$ cat src/hdl/rv32i_types.sv
`default_nettype none

package rv32i_types;

    // base opcodes in inst[6:0]
    typedef enum logic [6:0] {
        OP_LUI   = 7'b0110111,
        OP_AUIPC = 7'b0010111,
        OP_JAL   = 7'b1101111,
        OP_JALR  = 7'b1100111,
        OP_BR    = 7'b1100011,
        OP_LOAD  = 7'b0000011,
        OP_STORE = 7'b0100011,
        OP_IMM   = 7'b0010011,
        OP_REG   = 7'b0110011
    } opcode_e;

    // rv32m function codes, only meaningful together with MD_FUNCT7
    typedef enum logic [2:0] {
        MUL    = 3'b000,
        MULH   = 3'b001,
        MULHSU = 3'b010,
        MULHU  = 3'b011,
        DIV    = 3'b100,
        DIVU   = 3'b101,
        REM    = 3'b110,
        REMU   = 3'b111
    } md_funct3_e;

    // funct7 of every mul/div instruction
    localparam logic [6:0] MD_FUNCT7 = 7'b0000001;

    // immediate encodings
    // FMT_R covers register-register ops, which carry no immediate
    typedef enum logic [2:0] {
        FMT_R = 3'd0,
        FMT_I = 3'd1,
        FMT_S = 3'd2,
        FMT_B = 3'd3,
        FMT_U = 3'd4,
        FMT_J = 3'd5
    } imm_fmt_e;

endpackage

`default_nettype wire

$ cat src/hdl/ooo_cfg_pkg.sv
`default_nettype none

package ooo_cfg_pkg;

    // register file sizes
    localparam int ARCH_REGS = 32;
    localparam int PHYS_REGS = 64;

    // instruction queue sizing
    localparam int IQ_DEPTH = 8;
    localparam int IQ_PTR_BITS = $clog2(IQ_DEPTH);
    localparam int IQ_CNT_BITS = IQ_PTR_BITS + 1;

    // free list holds every preg not mapped at reset
    localparam int FL_DEPTH = PHYS_REGS - ARCH_REGS;
    localparam int FL_PTR_BITS = $clog2(FL_DEPTH);
    localparam int FL_CNT_BITS = FL_PTR_BITS + 1;

    typedef logic [$clog2(PHYS_REGS)-1:0] phys_reg_t;
    typedef logic [$clog2(ARCH_REGS)-1:0] arch_reg_t;

    // reservation station classes
    typedef enum logic [2:0] {
        RS_ALU = 3'b000,
        RS_MUL = 3'b001,
        RS_DIV = 3'b010,
        RS_BR  = 3'b011,
        RS_MEM = 3'b100
    } rs_sel_e;

endpackage

`default_nettype wire
$ cat src/hdl/rename_top.sv
`timescale 1ns/1ns
`default_nettype none

module rename_top (
    input  wire logic                   clk,
    input  wire logic                   rst,
    input  wire logic                   push,
    input  wire logic [31:0]            inst,
    input  wire logic [31:0]            pc,
    output logic                        iq_full,
    input  wire logic                   rob_full,
    input  wire logic                   rs_full_alu,
    input  wire logic                   rs_full_mul,
    input  wire logic                   rs_full_div,
    input  wire logic                   rs_full_br,
    input  wire logic                   rs_full_mem,
    input  wire logic                   release_valid,
    input  wire ooo_cfg_pkg::phys_reg_t release_preg,
    input  wire logic                   cdb_valid,
    input  wire ooo_cfg_pkg::phys_reg_t cdb_preg,
    output logic                        dispatch,
    output ooo_cfg_pkg::rs_sel_e        rs_sel,
    output rv32i_types::opcode_e        opcode,
    output logic [2:0]                  funct3,
    output logic [6:0]                  funct7,
    output ooo_cfg_pkg::arch_reg_t      rd_s,
    output ooo_cfg_pkg::arch_reg_t      rs1_s,
    output ooo_cfg_pkg::arch_reg_t      rs2_s,
    output logic [31:0]                 imm,
    output logic [31:0]                 pc_out,
    output logic [31:0]                 pc_next,
    output ooo_cfg_pkg::phys_reg_t      pd,
    output ooo_cfg_pkg::phys_reg_t      ps1,
    output ooo_cfg_pkg::phys_reg_t      ps2,
    output logic                        ps1_ready,
    output logic                        ps2_ready
);
    import ooo_cfg_pkg::*;

    logic head_valid;
    logic [31:0] head_inst;
    logic [31:0] head_pc;
    logic pop;
    logic fl_empty;
    phys_reg_t fl_head;
    logic alloc;
    logic rat_we;
    arch_reg_t rat_rs1;
    arch_reg_t rat_rs2;
    arch_reg_t rat_rd;
    phys_reg_t rat_ps1;
    phys_reg_t rat_ps2;
    logic rat_ps1_ready;
    logic rat_ps2_ready;

    inst_queue u_iq (
        .clk(clk), .rst(rst), .push(push), .inst(inst), .pc(pc), .pop(pop),
        .head_valid(head_valid), .head_inst(head_inst), .head_pc(head_pc),
        .full(iq_full)
    );

    free_list u_fl (
        .clk(clk), .rst(rst), .alloc(alloc), .release_valid(release_valid),
        .release_preg(release_preg), .empty(fl_empty), .head(fl_head)
    );

    rat u_rat (
        .clk(clk), .rst(rst), .rs1(rat_rs1), .rs2(rat_rs2),
        .ps1(rat_ps1), .ps2(rat_ps2), .ps1_ready(rat_ps1_ready), .ps2_ready(rat_ps2_ready),
        .we(rat_we), .rd(rat_rd), .pd(pd), .cdb_valid(cdb_valid), .cdb_preg(cdb_preg)
    );

    rename_dispatch u_rd (
        .head_valid(head_valid), .head_inst(head_inst), .head_pc(head_pc),
        .rob_full(rob_full), .rs_full_alu(rs_full_alu), .rs_full_mul(rs_full_mul),
        .rs_full_div(rs_full_div), .rs_full_br(rs_full_br), .rs_full_mem(rs_full_mem),
        .fl_empty(fl_empty), .fl_head(fl_head),
        .ps1_in(rat_ps1), .ps2_in(rat_ps2),
        .ps1_ready_in(rat_ps1_ready), .ps2_ready_in(rat_ps2_ready),
        .pop(pop), .alloc(alloc), .rat_we(rat_we),
        .rat_rs1(rat_rs1), .rat_rs2(rat_rs2), .rat_rd(rat_rd),
        .dispatch(dispatch), .rs_sel(rs_sel), .opcode(opcode),
        .funct3(funct3), .funct7(funct7),
        .rd_s(rd_s), .rs1_s(rs1_s), .rs2_s(rs2_s), .imm(imm),
        .pc(pc_out), .pc_next(pc_next), .pd(pd), .ps1(ps1), .ps2(ps2),
        .ps1_ready(ps1_ready), .ps2_ready(ps2_ready)
    );

endmodule

`default_nettype wire

$ cat src/hdl/rename_dispatch.sv
`timescale 1ns/1ns
`default_nettype none

module rename_dispatch (
    input  wire logic                   head_valid,
    input  wire logic [31:0]            head_inst,
    input  wire logic [31:0]            head_pc,
    input  wire logic                   rob_full,
    input  wire logic                   rs_full_alu,
    input  wire logic                   rs_full_mul,
    input  wire logic                   rs_full_div,
    input  wire logic                   rs_full_br,
    input  wire logic                   rs_full_mem,
    input  wire logic                   fl_empty,
    input  wire ooo_cfg_pkg::phys_reg_t fl_head,
    input  wire ooo_cfg_pkg::phys_reg_t ps1_in,
    input  wire ooo_cfg_pkg::phys_reg_t ps2_in,
    input  wire logic                   ps1_ready_in,
    input  wire logic                   ps2_ready_in,
    output logic                        pop,
    output logic                        alloc,
    output logic                        rat_we,
    output ooo_cfg_pkg::arch_reg_t      rat_rs1,
    output ooo_cfg_pkg::arch_reg_t      rat_rs2,
    output ooo_cfg_pkg::arch_reg_t      rat_rd,
    output logic                        dispatch,
    output ooo_cfg_pkg::rs_sel_e        rs_sel,
    output rv32i_types::opcode_e        opcode,
    output logic [2:0]                  funct3,
    output logic [6:0]                  funct7,
    output ooo_cfg_pkg::arch_reg_t      rd_s,
    output ooo_cfg_pkg::arch_reg_t      rs1_s,
    output ooo_cfg_pkg::arch_reg_t      rs2_s,
    output logic [31:0]                 imm,
    output logic [31:0]                 pc,
    output logic [31:0]                 pc_next,
    output ooo_cfg_pkg::phys_reg_t      pd,
    output ooo_cfg_pkg::phys_reg_t      ps1,
    output ooo_cfg_pkg::phys_reg_t      ps2,
    output logic                        ps1_ready,
    output logic                        ps2_ready
);
    import ooo_cfg_pkg::*;
    import rv32i_types::*;

    imm_fmt_e fmt;
    md_funct3_e md_op;
    logic class_full;
    logic needs_rd;

    // field extraction
    assign opcode = opcode_e'(head_inst[6:0]);
    assign funct3 = head_inst[14:12];
    assign funct7 = head_inst[31:25];
    assign rd_s = head_inst[11:7];
    assign rs1_s = head_inst[19:15];
    assign rs2_s = head_inst[24:20];
    assign md_op = md_funct3_e'(funct3);
    assign pc = head_pc;
    // no prediction, fall through only
    assign pc_next = head_pc + 32'd4;

    always_comb begin
        rs_sel = RS_ALU;
        case (opcode)
            OP_REG: begin
                if (funct7 == MD_FUNCT7) begin
                    case (md_op)
                        MUL, MULH, MULHSU, MULHU: rs_sel = RS_MUL;
                        DIV, DIVU, REM, REMU:     rs_sel = RS_DIV;
                    endcase
                end
            end
            OP_JAL, OP_JALR, OP_BR: rs_sel = RS_BR;
            OP_LOAD, OP_STORE:      rs_sel = RS_MEM;
            default:                rs_sel = RS_ALU;
        endcase
    end

    // only the head's own station can hold it back
    always_comb begin
        case (rs_sel)
            RS_ALU:  class_full = rs_full_alu;
            RS_MUL:  class_full = rs_full_mul;
            RS_DIV:  class_full = rs_full_div;
            RS_BR:   class_full = rs_full_br;
            RS_MEM:  class_full = rs_full_mem;
            default: class_full = 1'b1;
        endcase
    end

    always_comb begin
        case (opcode)
            OP_IMM, OP_LOAD, OP_JALR: fmt = FMT_I;
            OP_STORE:                 fmt = FMT_S;
            OP_BR:                    fmt = FMT_B;
            OP_LUI, OP_AUIPC:         fmt = FMT_U;
            OP_JAL:                   fmt = FMT_J;
            default:                  fmt = FMT_R;
        endcase
    end

    always_comb begin
        case (fmt)
            FMT_I:   imm = {{21{head_inst[31]}}, head_inst[30:20]};
            FMT_S:   imm = {{21{head_inst[31]}}, head_inst[30:25], head_inst[11:7]};
            FMT_B:   imm = {{20{head_inst[31]}}, head_inst[7], head_inst[30:25],
                            head_inst[11:8], 1'b0};
            FMT_U:   imm = {head_inst[31:12], 12'h000};
            FMT_J:   imm = {{12{head_inst[31]}}, head_inst[19:12], head_inst[20],
                            head_inst[30:21], 1'b0};
            default: imm = 32'd0;
        endcase
    end

    // branches, stores and writes to x0 take no preg
    assign needs_rd = !((opcode == OP_BR) || (opcode == OP_STORE) || (rd_s == '0));

    assign dispatch = head_valid && !rob_full && !class_full && (!needs_rd || !fl_empty);
    assign pop = dispatch;
    assign alloc = dispatch && needs_rd;
    assign rat_we = alloc;

    // rename lookups
    assign rat_rs1 = rs1_s;
    assign rat_rs2 = rs2_s;
    assign rat_rd = rd_s;
    assign pd = needs_rd ? fl_head : '0;
    assign ps1 = ps1_in;
    assign ps2 = ps2_in;
    assign ps1_ready = ps1_ready_in;
    assign ps2_ready = ps2_ready_in;

endmodule

`default_nettype wire

$ cat src/hdl/rat.sv
`timescale 1ns/1ns
`default_nettype none

module rat (
    input  wire logic                   clk,
    input  wire logic                   rst,
    input  wire ooo_cfg_pkg::arch_reg_t rs1,
    input  wire ooo_cfg_pkg::arch_reg_t rs2,
    output ooo_cfg_pkg::phys_reg_t      ps1,
    output ooo_cfg_pkg::phys_reg_t      ps2,
    output logic                        ps1_ready,
    output logic                        ps2_ready,
    input  wire logic                   we,
    input  wire ooo_cfg_pkg::arch_reg_t rd,
    input  wire ooo_cfg_pkg::phys_reg_t pd,
    input  wire logic                   cdb_valid,
    input  wire ooo_cfg_pkg::phys_reg_t cdb_preg
);
    import ooo_cfg_pkg::*;

    phys_reg_t map [ARCH_REGS];
    logic [ARCH_REGS-1:0] ready;

    // reads see a same-cycle broadcast
    assign ps1 = map[rs1];
    assign ps2 = map[rs2];
    assign ps1_ready = ready[rs1] || (cdb_valid && (cdb_preg == map[rs1]));
    assign ps2_ready = ready[rs2] || (cdb_valid && (cdb_preg == map[rs2]));

    always_ff @(posedge clk) begin
        if (rst) begin
            for (int i = 0; i < ARCH_REGS; i++) begin
                map[i] <= phys_reg_t'(i);
            end
            ready <= '1;
        end else begin
            for (int i = 0; i < ARCH_REGS; i++) begin
                if (cdb_valid && (map[i] == cdb_preg)) ready[i] <= 1'b1;
            end
            // new mapping wins over a broadcast of the same preg
            // x0 keeps preg 0 and stays ready
            if (we && (rd != '0)) begin
                map[rd] <= pd;
                ready[rd] <= 1'b0;
            end
        end
    end

endmodule

`default_nettype wire

$ cat src/hdl/free_list.sv
`timescale 1ns/1ns
`default_nettype none

module free_list (
    input  wire logic                  clk,
    input  wire logic                  rst,
    input  wire logic                  alloc,
    input  wire logic                  release_valid,
    input  wire ooo_cfg_pkg::phys_reg_t release_preg,
    output logic                       empty,
    output ooo_cfg_pkg::phys_reg_t     head
);
    import ooo_cfg_pkg::*;

    phys_reg_t fl_mem [FL_DEPTH];
    logic [FL_PTR_BITS-1:0] head_ptr;
    logic [FL_PTR_BITS-1:0] tail_ptr;
    logic [FL_CNT_BITS-1:0] count;
    logic do_alloc;
    logic do_release;

    assign empty = (count == '0);
    assign head = fl_mem[head_ptr];
    assign do_alloc = alloc && !empty;
    // a full list still takes a release when the head frees a slot this cycle
    assign do_release = release_valid &&
                        ((count != FL_CNT_BITS'(FL_DEPTH)) || do_alloc);

    always_ff @(posedge clk) begin
        if (rst) begin
            // pregs above the identity map start out free, lowest first
            for (int i = 0; i < FL_DEPTH; i++) begin
                fl_mem[i] <= phys_reg_t'(ARCH_REGS + i);
            end
            head_ptr <= '0;
            tail_ptr <= '0;
            count <= FL_CNT_BITS'(FL_DEPTH);
        end else begin
            if (do_alloc) begin
                head_ptr <= head_ptr + 1'b1;
            end
            if (do_release) begin
                fl_mem[tail_ptr] <= release_preg;
                tail_ptr <= tail_ptr + 1'b1;
            end
            count <= count + FL_CNT_BITS'(do_release) - FL_CNT_BITS'(do_alloc);
        end
    end

endmodule

`default_nettype wire

$ cat src/hdl/inst_queue.sv
`timescale 1ns/1ns
`default_nettype none

module inst_queue (
    input  wire logic        clk,
    input  wire logic        rst,
    input  wire logic        push,
    input  wire logic [31:0] inst,
    input  wire logic [31:0] pc,
    input  wire logic        pop,
    output logic             head_valid,
    output logic [31:0]      head_inst,
    output logic [31:0]      head_pc,
    output logic             full
);
    import ooo_cfg_pkg::*;

    logic [31:0] inst_mem [IQ_DEPTH];
    logic [31:0] pc_mem [IQ_DEPTH];
    logic [IQ_PTR_BITS-1:0] rd_ptr;
    logic [IQ_PTR_BITS-1:0] wr_ptr;
    logic [IQ_CNT_BITS-1:0] count;
    logic do_push;
    logic do_pop;

    // flags stay combinational so pop sees the live count
    assign full = (count == IQ_CNT_BITS'(IQ_DEPTH));
    assign head_valid = (count != '0);
    assign do_push = push && !full;
    assign do_pop = pop && head_valid;

    assign head_inst = inst_mem[rd_ptr];
    assign head_pc = pc_mem[rd_ptr];

    always_ff @(posedge clk) begin
        if (rst) begin
            rd_ptr <= '0;
            wr_ptr <= '0;
            count <= '0;
        end else begin
            // pointers wrap naturally, depth is a power of two
            if (do_push) wr_ptr <= wr_ptr + 1'b1;
            if (do_pop) rd_ptr <= rd_ptr + 1'b1;
            count <= count + IQ_CNT_BITS'(do_push) - IQ_CNT_BITS'(do_pop);
        end
    end

    always_ff @(posedge clk) begin
        if (do_push) begin
            inst_mem[wr_ptr] <= inst;
            pc_mem[wr_ptr] <= pc;
        end
    end

endmodule

`default_nettype wire

$ cat config.mk
export PLATFORM = sky130hd
export DESIGN_NAME = rename_top
export DESIGN_NICKNAME = d
export VERILOG_FILES = /design/src/hdl/rv32i_types.sv /design/src/hdl/ooo_cfg_pkg.sv /design/src/hdl/rename_top.sv /design/src/hdl/rename_dispatch.sv /design/src/hdl/rat.sv /design/src/hdl/free_list.sv /design/src/hdl/inst_queue.sv
export SDC_FILE = /design/constraint.sdc
export NUM_CORES = 2
export LEC_CHECK = 0
export ABC_AREA = 1
export BUFFER_PORTS_ARGS = -buffer_cell sky130_fd_sc_hd__clkbuf_2
export CAP_MARGIN = 20
export CORE_MARGIN = 2
export CORE_UTILIZATION = 27
export CTS_CLUSTER_SIZE = 14
export DETAILED_ROUTE_END_ITERATION = 10
export GPL_ROUTABILITY_DRIVEN = 0
export PLACE_DENSITY = 0.45
export SLEW_MARGIN = 0
export SYNTH_ARGS = -nofsm -noshare
export SYNTH_HDL_FRONTEND = slang
export SYNTH_HIERARCHICAL = 1
export SYNTH_SLANG_ARGS = --single-unit
export TNS_END_PERCENT = 100
$ cat constraint.sdc
create_clock -name clk -period 9.3 [get_ports clk]
set_input_delay 2.79 -clock clk [delete_from_list [all_inputs] [get_ports clk]]
set_output_delay 2.79 -clock clk [all_outputs]
set_load 0.1 [all_outputs]
==> results_dict.tcl <==
set metrics [dict create \
    status "complete, no violations" \
    fill_cells 19424 \
    combPwrFrac 0.475 \
    critPathMaxStageDelay_ns 0.68 \
    syn_area_per_cell_um2 8.57 \
    grt_max_degree 142 \
    vias 39924 \
    grt_pass1_vias 38668 \
    max_slew.worst_pin.slew_ns 1.09 \
    rsz0062_at_grt "no" \
    hold_viol 0 \
    power_frac_seq 0.281 \
    worstPathCellList "inv_8 -> nand2_1 -> nand3_1 -> nand2_1 -> nand2_1 -> nand2_4 -> inv_2 -> buf_12 -> nand2_1 -> nand3_1 -> nand3_1 -> nand2_1 -> nand2_1 -> nand3_1 -> nand2_1 -> a21oi_1 -> nand2_1 -> nor2_1 -> nand2_1 -> nand2_1 -> buf_12" \
    timing.final.crit_share 0.877 \
    die_h_um 436 \
    port_buffers 239 \
    r2r_slack_ns 2.75 \
    start_util 0.272 \
    avgRoutedWirePerCell_um 20.6 \
    syn_inst 5873 \
    ys.flop_type "edfxtp_1" \
    drive_gt1_frac 0.0982 \
    drv_cap 0 \
    die_width_um 436 \
    synth_edf_count 896 \
    dieArea_um2 190000 \
    postCtsSetupBuffers 0 \
    core-area_um2 185000 \
    hpwl_mm 109 \
    hold_start "u_rat/ready[19]" \
    p_leak_nw 23.7 \
    synth-seq-area-share 0.561 \
    clk_pin_slew_worst_paths_ns 0.06 \
    cts.hold.buffers_added 0 \
    hold_slack_ns 0.477 \
    cts-buffers-inserted 111 \
    cts_tree "built" \
    fin_worst_skew_ns 0.0377 \
    firstDrtPassIters 6 \
    cp-end-kind "output pin" \
    clkPwrFrac 0.245 \
    hold_path_class "flip-flop to flip-flop" \
    clock_sinks 962 \
    worstSetupPathType "flip-flop to output pin" \
    internal-power_mw 9.09 \
    ys_seq_elements 962 \
    drt_iter0_markers 3385 \
    rows 158 \
    htreeDepth 3 \
    switching_power_mw 8.99 \
    netSwitchingFraction 0.497 \
    boundaryPins 240 \
    start_kind "flip-flop" \
    synth_warnings 6 \
    layout-area-overhead-vs-synth_pct 12.8 \
    final_nets 5991 \
    synthDistinctLibCells 54 \
    crit_slowest_cell "inv_2" \
    root_buffer "clkbuf_16" \
    drc 0 \
    powerDensity_nw_per_um2 318 \
    grtUsageTotal 0.179 \
    antenna_found_initial 21 \
    crit_fanout 141 \
    cts_buffer_depth 3 \
    crit_top_cell "nand2_1" \
    clock_latency_ns 0.74 \
    ctsResizeCount 0 \
    synthArstFlopShare 0 \
    cp_data_arrival_time_ns 5.37 \
    ant_nets 0 \
    tns_ns 0 \
    fin_crit_ns 8.16 \
    finalSetupViolations 0 \
    grt_pass1_wl_mm 257 \
    worst_ep_required_time_ns 6.51 \
    irDropWorstVdd_v 0.000400 \
    grt-ovfl-total 0 \
    netlist_area_um2 50300 \
    drv_slew 0 \
    wirelength_mm 174 \
    maxSlewHeadroom 0.274 \
    timing.fmax_mhz 123 \
    viasPerCell 4.72 \
]
cell usage after synthesis (2+ instances only):
cell type / instances / area (um^2)
buf_4: 135 / 1010
nand2_2: 6 / 37.5
clkbuf_1: 135 / 507
clkinv_1: 7 / 26.3
a31oi_1: 11 / 68.8
edfxtp_1: 896 / 26900
o2111ai_1: 15 / 131
inv_1: 715 / 2680
xnor2_1: 31 / 272
nand3_1: 888 / 4440
and2_1: 2 / 12.5
nor3_2: 8 / 80.1
fa_1: 2 / 40.0
nand3b_1: 5 / 37.5
nor4_1: 10 / 62.6
nand4_1: 58 / 363
nand2_1: 1928 / 7240
o22ai_1: 31 / 194
a41oi_1: 2 / 17.5
nor2_2: 4 / 25.0
o211ai_1: 6 / 45.0
a21oi_1: 95 / 475
or2_2: 14 / 87.6
a21boi_0: 2 / 15.0
ha_1: 21 / 263
buf_6: 14 / 158
nand3_2: 2 / 20.0
nor2_1: 356 / 1340
a211oi_1: 5 / 37.5
buf_1: 24 / 90.1
o221ai_1: 6 / 52.6
xor2_1: 55 / 482
nor3_1: 28 / 140
o21ai_0: 89 / 445
buf_2: 130 / 651
o21ai_2: 8 / 70.1
a2111oi_0: 8 / 70.1
a221oi_1: 23 / 201
inv_2: 17 / 63.8
nor2_4: 2 / 22.5
dfxtp_1: 66 / 1320
routing by layer:
metal	GRT usage	share of wire	vias to the layer above	wire length [um]
li1	-	-	19094	-
met1	0.223	0.42	19352	72800
met2	0.315	0.50	1153	86300
met3	0.0290	0.054	301	9380
met4	0.0550	0.030	24	5220
met5	0	0.00086	-	150
registers in the layout (all words and copies together) (netlist names), named ones only:
register       flops
u_fl/tail_ptr      5
u_iq/inst_mem    256
u_iq/rd_ptr        3
u_iq/pc_mem      256
u_fl/fl_mem      192
u_fl/count         6
u_iq/count         4
u_iq/wr_ptr        3
u_rat/map        192
u_fl/head_ptr      5
u_rat/ready       32
power groups by stage:
stage	combinational (mW)	sequential, mW	clock, mW
floorplan	6.64	5.13	0
finish	8.58	5.07	4.42
global route	9.19	5.09	4.70
detailed placement	8.62	5.16	0
global placement	8.63	5.16	0
CTS	8.64	5.07	4.56
critical path, delay by kind of cell (launching register included):
| kind | cells | cell delay, ns |
|---|---|---|
| compound gates | 1 | 0.14 |
| buf+inv | 4 | 1.89 |
| flops | 1 | 0.47 |
| simple gates | 16 | 1.90 |
path summary, 6_finish.rpt:
check | to | depth (start not counted)
worst max-delay path | ps2_ready | 21
worst min-delay path | u_rat/ready[19] | 2
worst max register to register | u_rat/map[14][0] | 23
worst min register to register | u_rat/ready[19] | 2
cell usage in the layout, fill, tap and decap left out, types with 8 or more instances in the layout:
master	count
o22ai_1	31
clkinv_1	30
nor4_1	10
bufinv_16	12
xor2_1	55
edfxtp_1	896
nand4_1	58
inv_1	708
clkbuf_16	113
a221oi_1	23
buf_12	9
a31oi_1	11
a2111oi_0	8
o21ai_2	8
nand3_1	888
nor2_4	10
a21oi_1	95
nor3_2	10
inv_2	20
nor3_1	26
clkinv_2	24
xnor2_1	31
ha_1	21
clkbuf_2	237
o2111ai_1	15
o21ai_0	89
nand2_1	1924
or2_2	14
clkbuf_1	22
dfxtp_1	61
nand2_2	8
buf_4	83
nor2_1	348
through the flow:
stage / power [mW] / cell area (um^2) / worst slack [ns] / std cells / util
2_1_floorplan: 11.8 / 50300 / 2.40 / 5878 / -
3_3_place_gp: 13.8 / 53100 / 1.92 / 8247 / 0.287
6_report: 18.1 / 56800 / 1.14 / 8460 / 0.307
3_5_place_dp: 13.8 / 53100 / 1.96 / 8247 / 0.287
4_1_cts: 18.3 / 56800 / 1.11 / 8455 / 0.306
5_1_grt: 19.0 / 56800 / 0.771 / 8460 / 0.307
layout make-up:
class	count	area (um^2)	area share
antenna	4	10.0	0.000176
inverter	740	2790	0.0492
timing repair buffer	329	1990	0.0350
clock buffer	137	2940	0.0517
multi-input combinational	3737	17000	0.299
clock inverter	71	713	0.0126
tap	2480	3100	0.0546
sequential	962	28200	0.497
cells by family (layout without fill, tap and decap cells):
kind of cell,after synthesis,count (layout),synth area share
AOI/OAI and AO/OA,304,304,0.0369
xor gates and xnor gates,86,86,0.0150
adders and majority gates,23,23,0.00602
buffers and inverters,1179,1277,0.103
DFF,962,962,0.561
other,1,10,0.0000745
and+or+nand+nor,3318,3318,0.278
Note: power is estimated with default switching activity, not from simulation.
